## config.mk

```make
export PLATFORM = sky130hd
export DESIGN_NAME = trigger_fifo
export DESIGN_NICKNAME = d
export VERILOG_FILES = /design/src/trigger_fifo.sv
export SDC_FILE = /design/constraint.sdc
export NUM_CORES = 1
export LEC_CHECK = 0
export BUFFER_PORTS_ARGS = -buffer_cell sky130_fd_sc_hd__buf_2
export CORE_ASPECT_RATIO = 0.75
export CORE_MARGIN = 2
export CORE_UTILIZATION = 50
export DETAILED_ROUTE_END_ITERATION = 8
export PLACE_DENSITY = 0.81
export SLEW_MARGIN = 20
export SYNTH_ARGS = -nofsm -noshare
export SYNTH_HDL_FRONTEND = slang
export SYNTH_SLANG_ARGS = --single-unit
```

## constraint.sdc

```tcl
create_clock -name adc_clk -period 2.9 [get_ports adc_clk]
set_clock_uncertainty 0.2 [all_clocks]
set_input_delay 0.58 -clock adc_clk [delete_from_list [all_inputs] [get_ports adc_clk]]
set_output_delay 0.58 -clock adc_clk [all_outputs]
set_load 0.01 [all_outputs]
```

## src/trigger_fifo.sv

```systemverilog
module trigger_fifo #(
    parameter int TFIFO_DEPTH = 4,      // number of queued triggers
    parameter int CBUF_AW     = 10      // width of a stored address
) (
    input  logic               adc_clk,
    input  logic               rst,
    input  logic               push,        // store push_addr
    input  logic [CBUF_AW-1:0] push_addr,
    input  logic               pop,         // drop the head
    output logic [CBUF_AW-1:0] head_addr,   // oldest entry, valid while !empty
    output logic               empty
);

    localparam int PTR_W = (TFIFO_DEPTH > 1) ? $clog2(TFIFO_DEPTH) : 1;
    localparam int CNT_W = $clog2(TFIFO_DEPTH + 1);

    logic [CBUF_AW-1:0] mem [TFIFO_DEPTH];
    logic [PTR_W-1:0]   wr_ptr;
    logic [PTR_W-1:0]   rd_ptr;
    logic [CNT_W-1:0]   count;
    logic               do_push;
    logic               do_pop;

    assign do_push = push && (count != CNT_W'(TFIFO_DEPTH));   // full push is dropped
    assign do_pop  = pop && (count != '0);

    ////////////////////////////////////////
    // storage
    always_ff @(posedge adc_clk) begin
        if (do_push)
            mem[wr_ptr] <= push_addr;
    end

    // pointers wrap at the depth, which need not be a power of two
    always_ff @(posedge adc_clk) begin
        if (rst) begin
            wr_ptr <= '0;
            rd_ptr <= '0;
        end else begin
            if (do_push)
                wr_ptr <= (wr_ptr == PTR_W'(TFIFO_DEPTH - 1)) ? '0 : wr_ptr + 1'b1;
            if (do_pop)
                rd_ptr <= (rd_ptr == PTR_W'(TFIFO_DEPTH - 1)) ? '0 : rd_ptr + 1'b1;
        end
    end

    // occupancy, push and pop together leave it unchanged
    always_ff @(posedge adc_clk) begin
        if (rst)
            count <= '0;
        else if (do_push && !do_pop)
            count <= count + 1'b1;
        else if (do_pop && !do_push)
            count <= count - 1'b1;
    end

    // first word falls through
    assign head_addr = mem[rd_ptr];
    assign empty     = (count == '0);

endmodule

```

==> results of run 1 <==
## power breakdown
group,switching [mW],total (mW),internal [mW],leakage (nW)
Clock,0.210,0.378,0.167,0.0450
Sequential,0.0800,0.942,0.862,0.441
Combinational,0.209,0.434,0.225,0.300
## metal layers
metal  global-route usage, %  up-vias
li1                        -      438
met1                    18.8      468
met2                    26.0       23
met3                    8.35        5
met4                    5.01        0
met5                       0        -
## state kept, by name, indices dropped and copies added, names as in the netlist, named ones only
register,count
rd_ptr,2
mem,40
wr_ptr,2
count,3
## through the flow
step           area, sq um  total power, mW
2_1_floorplan         1930             1.25
3_3_place_gp          2110             1.37
3_5_place_dp          2110             1.40
4_1_cts               2190             1.77
5_1_grt               2190             1.86
6_report              2190             1.75
## cells in the final DEF, fill, tap and decap left out, drive strengths merged, types with 3 or more instances in the layout
cell type,synthesis,layout
clkbuf,2,6
nor2,5,5
ha,6,6
inv,3,3
mux2i,3,3
and2,4,4
mux4,10,10
edfxtp,40,40
buf,1,25
dfxtp,9,9
## kinds of logic after synthesis
family	Yosys count	share of synthesized area [%]
fa+ha+maj	7	4.92
mux	14	13.8
buf+inv	6	1.42
xor+xnor	2	0.907
simple gates	16	4.40
compound gates	5	3.04
flops	49	71.5
## layout make-up
cell class                      count  area (sq um)  share of cell area (%)
Tap cell                           52          65.1                    2.97
Clock inverter                      2          10.0                   0.457
Clock buffer                        6          72.6                    3.31
Timing Repair Buffer               25           128                    5.83
Multi-Input combinational cell     44           523                    23.9
Sequential cell                    49          1380                    63.0
Inverter                            3          11.3                   0.514
## worst min path at each step
stage / startpoint / endpoint / slack (ps) / depth (start not counted)
floorplan: rd_ptr[0] / register / 270 / 2
global placement: rd_ptr[0] / rd_ptr[0] / 280 / 2
detailed placement: rd_ptr[0] / rd_ptr[0] / 300 / 2
CTS: push_addr[4] / mem[0][4] / 290 / 1
global route: push_addr[5] / mem[0][5] / 270 / 1
finish: push_addr[5] / mem[3][5] / 290 / 1
==> results by group, run 1 <==
Clock network
  • Root buffer cell: clkbuf_8
  • CTS Sinks: 49
  • Clock transition at path regs: approximately 80 ps
  • CTS tree: built
  • CTS buffer count: 5
  • CTS-repair resized insts: 0
  • Post-CTS Setup Bufs: 0
  • CTS Hold Bufs: 0
  • CTS max path bufs: 2
  • H-tree depth: 2
  • Clock Latency Late Sink: about 300 ps

Setup path
  • Worst Setup End Kind: output pin
  • RR Startpoint: count[1]
  • Slowest cell on crit path: dfxtp_1
  • Crit start category: register
  • CP Depth: 3
  • Worst r2r path cells: 8
  • Worst path arrival time: 1770 ps
  • Req. time, crit path: ~2100 ps
  • Reg-to-reg critical path endpoint: count[2]
  • Crit Path Max Fanout: 6
  • CP Cell Sequence: buf_4 -> mux4_2 -> buf_2
  • Slowest stage delay, CP: 560 ps
  • Setup CP Type: register to output pin
  • Crit path buf inv count: 2
  • R2r setup slk: between 500 and 600 ps
  • CP Capture Point: head_addr[7]
  • CP delay by family, top: flip-flops

Detailed routing
  • Post-Route WL: a little under 3000 um
  • First-pass DRT Iterations: 4
  • Met2 WL post-DR: roughly 1600 um
  • Wire length per cell: around 16 um
  • Top layer reached by signal wires: met4
  • Detail Route Antenna Nets: 0
  • Vias: 934
  • Starting DRC count in detailed routing: 91
  • DRC Markers: 0
  • Wire length on met1: approximately 1200 um
  • Vias per std cell: 5.16
  • Met3 routed WL: roughly 160 um

Timing
  • Final Slew Violations: 0
  • Worst rel slew slack: between 60% and 70%
  • Slew @ Worst Pin: between 500 and 600 ps
  • Fmax: roughly 390 MHz
  • Final worst slack: 353 ps
  • Fin. Hold Viols: 0
  • Setup violations, final: 0
  • Period utilisation layout: between 80 and 90%
  • Worst hold slack: about 290 ps
  • Fin Setup TNS: 0 ps
  • Fin crit period: around 2500 ps
  • RSZ-0062 raised after global routing: false

Synthesis
  • Syn_nets: 120
  • Synthesized area: 1930 sq um
  • Unique masters post-synth: 24
  • Largest area contributor in the netlist: edfxtp_1
  • Yosys top cell area share: roughly 62%
  • Warnings, synthesis: 0
  • Area contributors post-synth: edfxtp_1 (62%), mux4_2 (12%), dfxtp_1 (9.3%)
  • Most common cell in the synthesized netlist: edfxtp_1
  • Post-synthesis sequential area ratio: between 70 and 80%
  • Number of flops mapped to enable cells by yosys: 40
  • Syn avg cell area: between 15 and 20 sq um
  • Mapped Cells: 99
  • Synth Flop Type: edfxtp_1
  • Flops & latches, synth: 49
  • Async SR Flop Fraction: 0%
  • Most frequent cells after synthesis: edfxtp_1 (40), mux4_2 (10), dfxtp_1 (9), ha_1 (6)

Placement
  • RePlAce Congestion: 0.692
  • Pre-CTS WS: between 400 and 500 ps
  • Dpl hpwl: approximately 2100 um
  • # port buffers: 24
  • Placed insts: roughly 170

Status
  • Run status: completed

Finish
  • Count of non-filler cells in the finished layout: between 150 and 200
  • Area grow syn2layout: 13.4%
  • Final Util: between 50 and 60%
  • Antenna cells: 0
  • Fin nets: 149
  • Fillers: roughly 290
  • Share of cells above drive strength 1: a little over a third

Job
  • Max-cap viol count: 0

Floorplan
  • Die area: 4380 sq um
  • DIE WIDTH: 75.8 um
  • Row count: 19
  • Initial Utilization: between 50 and 60%
  • Num ports: 25
  • Core Box Area: around 3700 sq um
  • Die boundary height: 57.8 um

Min path
  • Worst min-delay path class: input pin to register

Global route
  • Largest net degree at the start of global routing: 15
  • Vias in the first global route: 970
  • First-pass GRT wire length: ~4800 um
  • Tot GR Track Use: between 10% and 20%
  • Antenna violations before repair: 0
  • Total gr overflow: 0

Power
  • Pleak: 0.786 nW
  • Worst vdd ir: 0.520 mV
  • PD cells: around 800 nW/um^2
Note: power is estimated with default switching activity, not from simulation.
==> run 2, diff against run 1 <==
--- a/config.mk
+++ b/config.mk
@@ -10,7 +10,9 @@
 export CORE_MARGIN = 2
 export CORE_UTILIZATION = 50
 export DETAILED_ROUTE_END_ITERATION = 8
+export MAX_ROUTING_LAYER = met4
 export PLACE_DENSITY = 0.81
+export SKIP_LAST_GASP = 1
 export SLEW_MARGIN = 20
 export SYNTH_ARGS = -nofsm -noshare
 export SYNTH_HDL_FRONTEND = slang
==> run 2 against run 1 <==
Flip-flop and latch count is the same. First-iteration DRC count shrank 19%. Critical endpoint unchanged. Maximum frequency is essentially flat. Critical path type unchanged. Sequential power is essentially flat. Highest routed layer unchanged. Combinational power is essentially flat. Die area is the same.
==> results by group, run 2 (synthesized netlist as in run 1, its figures left out) <==
Status
  • Run status: completed (unchanged)

Setup path
  • Reg-to-reg critical path endpoint: count[2] (unchanged)
  • Slowest cell on crit path: dfxtp_1 (unchanged)
  • Crit path buf inv count: 2 (unchanged)
  • CP Depth: 3 (unchanged)
  • Worst Setup End Kind: output pin (unchanged)
  • CP delay by family, top: flip-flops (unchanged)
  • Req. time, crit path: 2120 ps (about the same)
  • Crit Path Max Fanout: 6 (unchanged)
  • RR Startpoint: count[1] (unchanged)
  • R2r setup slk: 500 ps (was 510 ps)
  • CP Capture Point: head_addr[7] (unchanged)
  • Setup CP Type: register to output pin (unchanged)
  • Worst path arrival time: 1770 ps (about the same)
  • Worst r2r path cells: 8 (unchanged)
  • Crit start category: register (unchanged)
  • CP Cell Sequence: buf_4 -> mux4_2 -> buf_2 (unchanged)
  • Slowest stage delay, CP: 550 ps (was 560 ps)

Timing
  • Fin Setup TNS: 0 ps (unchanged)
  • RSZ-0062 raised after global routing: false (unchanged)
  • Period utilisation layout: 87.8% (about the same)
  • Worst rel slew slack: 60.7% (was 61.7%)
  • Fin crit period: 2550 ps (about the same)
  • Fin. Hold Viols: 0 (unchanged)
  • Slew @ Worst Pin: 590 ps (was 575 ps)
  • Fmax: 393 MHz (about the same)
  • Final Slew Violations: 0 (unchanged)
  • Setup violations, final: 0 (unchanged)

Placement
  • Area post-placement: 2110 sq um (unchanged)
  • # port buffers: 24 (unchanged)
  • RePlAce Congestion: 0.699 (was 0.692)
  • Dpl hpwl: 2060 um (unchanged)

Power
  • Pleak: 0.786 nW (unchanged)
  • Worst vdd ir: 0.522 mV (was 0.520 mV)
  • PD cells: 802 nW/um^2 (was 800 nW/um^2)

Floorplan
  • DIE WIDTH: 75.8 um (unchanged)
  • Num ports: 25 (unchanged)
  • Row count: 19 (unchanged)
  • Core Box Area: 3680 sq um (unchanged)
  • Initial Utilization: 52.4% (unchanged)
  • Die area: 4380 sq um (unchanged)
  • Die boundary height: 57.8 um (unchanged)

Detailed routing
  • First-pass DRT Iterations: 4 (unchanged)
  • Post-Route WL: 2990 um (was 2960 um)
  • DRC Markers: 0 (unchanged)
  • Detail Route Antenna Nets: 0 (unchanged)
  • Wire length per cell: 16.5 um (was 16.4 um)
  • Vias: 951 (was 934)
  • Vias per std cell: 5.25 (was 5.16)
  • Starting DRC count in detailed routing: 74 (was 91)

Finish
  • Share of cells above drive strength 1: 35.7% (unchanged)
  • Antenna cells: 0 (unchanged)
  • Area grow syn2layout: 13.4% (unchanged)
  • Largest regs: mem: 40 flops, count: 3 flops (unchanged)
  • Most common cell after layout, fill and taps aside: edfxtp_1 (unchanged)
  • Biggest register: mem (unchanged)
  • Fillers: 285 (unchanged)
  • Design Area, Final: 2190 sq um (unchanged)
  • Commonest non-fill, non-tap cells in the layout: edfxtp_1 (40), buf_2 (24), mux4_2 (10) (unchanged)
  • Fin nets: 149 (unchanged)
  • Max reg flops: 40 (unchanged)

Clock network
  • CTS Sinks: 49 (unchanged)
  • Clock Latency Late Sink: 300 ps (about the same)
  • Root buffer cell: clkbuf_8 (unchanged)
  • Post-CTS Setup Bufs: 0 (unchanged)
  • Clock transition at path regs: 80 ps (about the same)
  • H-tree depth: 2 (unchanged)
  • CTS-repair resized insts: 0 (unchanged)
  • CTS Hold Bufs: 0 (unchanged)
  • CTS max path bufs: 2 (unchanged)
  • CTS tree: built (unchanged)
  • CTS buffer count: 5 (unchanged)

Min path
  • Worst min-delay path class: input pin to register (unchanged)
  • HP Start: push_addr[5] (unchanged)

Job
  • Max-cap viol count: 0 (unchanged)

Global route
  • Total gr overflow: 0 (unchanged)
  • Tot GR Track Use: 16.5% (was 16.1%)
  • Antenna violations before repair: 0 (unchanged)
  • First-pass GRT wire length: 4800 um (was 4780 um)
  • Largest net degree at the start of global routing: 15 (unchanged)
  • Vias in the first global route: 968 (was 970)
run 2: cell counts in the layout (fill, tap and decap cells not counted):
No cell type changed its count.
run 2: layer usage:
layer  GRT usage [%]  routed length (um)
met5               -                   0
met4            8.02                  67
met3            5.22                 149
met2            25.9                1520
met1            19.2                1250
run 2: stage by stage:
stage | std cells | setup WS, ps | power (mW) | utilization [%] | hold WS, ps
2_1_floorplan | 99 | 662 | 1.25 | - | 268
5_1_grt | 181 | 225 | 1.86 | 59.5 | 282
3_5_place_dp | 173 | 430 | 1.40 | 57.2 | 302
4_1_cts | 181 | 310 | 1.77 | 59.5 | 288
3_3_place_gp | 173 | 549 | 1.37 | 57.2 | 282
6_report | 181 | 353 | 1.76 | 59.5 | 293
run 2: power breakdown:
part	internal, mW	leakage (nW)	total, mW	switching [mW]
registers	0.862	0.441	0.942	0.0800
clock network	0.167	0.0450	0.381	0.214
logic	0.225	0.300	0.434	0.210
total	1.25	0.786	1.76	0.504
run 2: area by class of cell:
class	count	area [sq um]	share of cell area [%]
clock buffer	6	72.6	3.31
clock inverter	2	10.0	0.457
inverter	3	11.3	0.514
multi-input combinational	44	523	23.9
sequential	49	1380	63.0
tap	52	65.1	2.97
timing repair buffer	25	128	5.83
run 2: worst min-delay path by stage:
stage	endpoint	slack (ps)	cells past startpoint
floorplan	register	270	2
global placement	rd_ptr[0]	280	2
detailed placement	rd_ptr[0]	300	2
CTS	mem[0][4]	290	1
global route	mem[0][5]	280	1
finish	mem[3][5]	290	1
==> run 3, diff against run 2 <==
--- a/config.mk
+++ b/config.mk
@@ -9,6 +9,7 @@
 export CORE_ASPECT_RATIO = 0.75
 export CORE_MARGIN = 2
 export CORE_UTILIZATION = 50
+export CTS_BUF_LIST = sky130_fd_sc_hd__clkbuf_8 sky130_fd_sc_hd__clkbuf_16
 export DETAILED_ROUTE_END_ITERATION = 8
 export MAX_ROUTING_LAYER = met4
 export PLACE_DENSITY = 0.81
==> run 3 against run 2 <==
Via count grew 0.11%. Register-to-register slack is essentially flat. Maximum frequency is essentially flat. Clock-buffer cell count shrank 1. Cell count is the same. First-iteration DRC count shrank 1.4%.
==> results by group, run 3 (synthesized netlist as in run 1, its figures left out) <==
Status
  • Run status: completed (unchanged)

Timing
  • Fin crit period: 2550 ps (about the same)
  • Worst rel slew slack: 60.7% (about the same)
  • Setup violations, final: 0 (unchanged)
  • Worst hold slack: 294 ps (was 293 ps)
  • Final Slew Violations: 0 (unchanged)
  • RSZ-0062 raised after global routing: false (unchanged)
  • Period utilisation layout: 87.8% (about the same)
  • Fmax: 393 MHz (about the same)
  • Slew @ Worst Pin: 590 ps (about the same)
  • Fin Setup TNS: 0 ps (unchanged)
  • Fin. Hold Viols: 0 (unchanged)

Floorplan
  • Row count: 19 (unchanged)
  • Num ports: 25 (unchanged)
  • Die area: 4380 sq um (unchanged)
  • Initial Utilization: 52.4% (unchanged)
  • DIE WIDTH: 75.8 um (unchanged)
  • Core Box Area: 3680 sq um (unchanged)
  • Die boundary height: 57.8 um (unchanged)

Placement
  • RePlAce Congestion: 0.699 (unchanged)
  • Placed insts: 173 (unchanged)
  • Dpl hpwl: 2060 um (unchanged)
  • Area post-placement: 2110 sq um (unchanged)
  • # port buffers: 24 (unchanged)

Setup path
  • Crit Path Max Fanout: 6 (unchanged)
  • Reg-to-reg critical path endpoint: count[2] (unchanged)
  • R2r setup slk: 510 ps (was 500 ps)
  • RR Startpoint: count[1] (unchanged)
  • Setup CP Type: register to output pin (unchanged)
  • Req. time, crit path: 2120 ps (about the same)
  • Worst r2r path cells: 8 (unchanged)
  • Worst path arrival time: 1770 ps (about the same)
  • Crit start category: register (unchanged)
  • Worst Setup End Kind: output pin (unchanged)

Power
  • PD cells: 800 nW/um^2 (was 802 nW/um^2)
  • Power Total: 1.75 mW (was 1.76 mW)
  • Pleak: 0.790 nW (was 0.786 nW)
  • Worst vdd ir: 0.521 mV (was 0.522 mV)

Global route
  • First-pass GRT wire length: 4800 um (unchanged)
  • Largest net degree at the start of global routing: 15 (unchanged)
  • Tot GR Track Use: 16.5% (unchanged)
  • Vias in the first global route: 968 (unchanged)
  • Antenna violations before repair: 0 (unchanged)
  • Total gr overflow: 0 (unchanged)

Clock network
  • CTS Hold Bufs: 0 (unchanged)
  • CTS max path bufs: 2 (unchanged)
  • Post-CTS Setup Bufs: 0 (unchanged)
  • Clock transition at path regs: 80 ps (about the same)
  • CTS-repair resized insts: 0 (unchanged)
  • CTS buffer count: 5 (unchanged)
  • Clock Latency Late Sink: 300 ps (about the same)
  • CTS tree: built (unchanged)
  • H-tree depth: 2 (unchanged)
  • CTS Sinks: 49 (unchanged)
  • Root buffer cell: clkbuf_8 (unchanged)

Finish
  • Fin nets: 149 (unchanged)
  • Biggest register: mem (unchanged)
  • Share of cells above drive strength 1: 35.7% (unchanged)
  • Commonest non-fill, non-tap cells in the layout: edfxtp_1 (40), buf_2 (24), mux4_2 (10) (unchanged)
  • Max reg flops: 40 (unchanged)
  • Count of non-filler cells in the finished layout: 181 (unchanged)
  • Antenna cells: 0 (unchanged)
  • Design Area, Final: 2190 sq um (unchanged)
  • Fillers: 285 (unchanged)
  • Area grow syn2layout: 13.4% (unchanged)
  • Most common cell after layout, fill and taps aside: edfxtp_1 (unchanged)
  • Largest regs: mem: 40 flops, count: 3 flops (unchanged)

Detailed routing
  • DRC Markers: 0 (unchanged)
  • Vias per std cell: 5.26 (was 5.25)
  • Post-Route WL: 2980 um (was 2990 um)
  • Wire length per cell: 16.4 um (was 16.5 um)
  • First-pass DRT Iterations: 4 (unchanged)
  • Starting DRC count in detailed routing: 73 (was 74)
  • Detail Route Antenna Nets: 0 (unchanged)
  • Vias: 952 (was 951)

Min path
  • HP Start: push_addr[5] (unchanged)
  • Hold path cells: 1 (unchanged)
  • Worst min-delay path class: input pin to register (unchanged)
  • Hold path endpoint: mem[3][5] (unchanged)

Job
  • Max-cap viol count: 0 (unchanged)
[run 3: cell types whose count changed in the layout (fill, tap and decap cells not counted)]
cell,previous run,this run
inv_1,3,4
clkbuf_1,1,0
[run 3: worst max path at each step]
stage | depth (start not counted) | from | end
after global placement | 8 | push | count[2]
after detailed placement | 8 | push | count[2]
after CTS | 3 | register | head_addr[7]
after global routing | 3 | register | head_addr[7]
after floorplan | 7 | push | count[2]
final | 3 | register | head_addr[7]
[run 3: per-stage QoR]
stage	setup WS, ps	utilization, %
after floorplan	662	-
after global placement	549	57.2
after detailed placement	430	57.2
after CTS	310	59.5
after global routing	225	59.5
final	354	59.5
[run 3: layout make-up]
type | count | area (sq um) | area share [%]
multi-input combinational | 44 | 523 | 23.9
tap | 52 | 65.1 | 2.97
timing repair buffer | 25 | 128 | 5.83
clock inverter | 3 | 13.8 | 0.628
clock buffer | 5 | 68.8 | 3.14
sequential | 49 | 1380 | 63.0
inverter | 3 | 11.3 | 0.514
[run 3: where the power goes]
group,internal [mW],switching [mW],total [mW]
Combinational,0.225,0.209,0.434
Clock,0.164,0.214,0.377
Sequential,0.862,0.0803,0.942
Total,1.25,0.503,1.75
[run 3: worst max-delay path, cell delays in order (launching register included)]
cell and delay, ps:
dfxtp_1 550, buf_4 250, mux4_2 510, buf_2 150
[run 3: layer usage]
metal	track usage, %	vias to the layer above	share of wire (%)
li1	-	440	-
met1	19.2	478	42
met2	25.9	26	51
met3	5.22	8	4.6
met4	8.02	0	2.3
met5	-	-	0
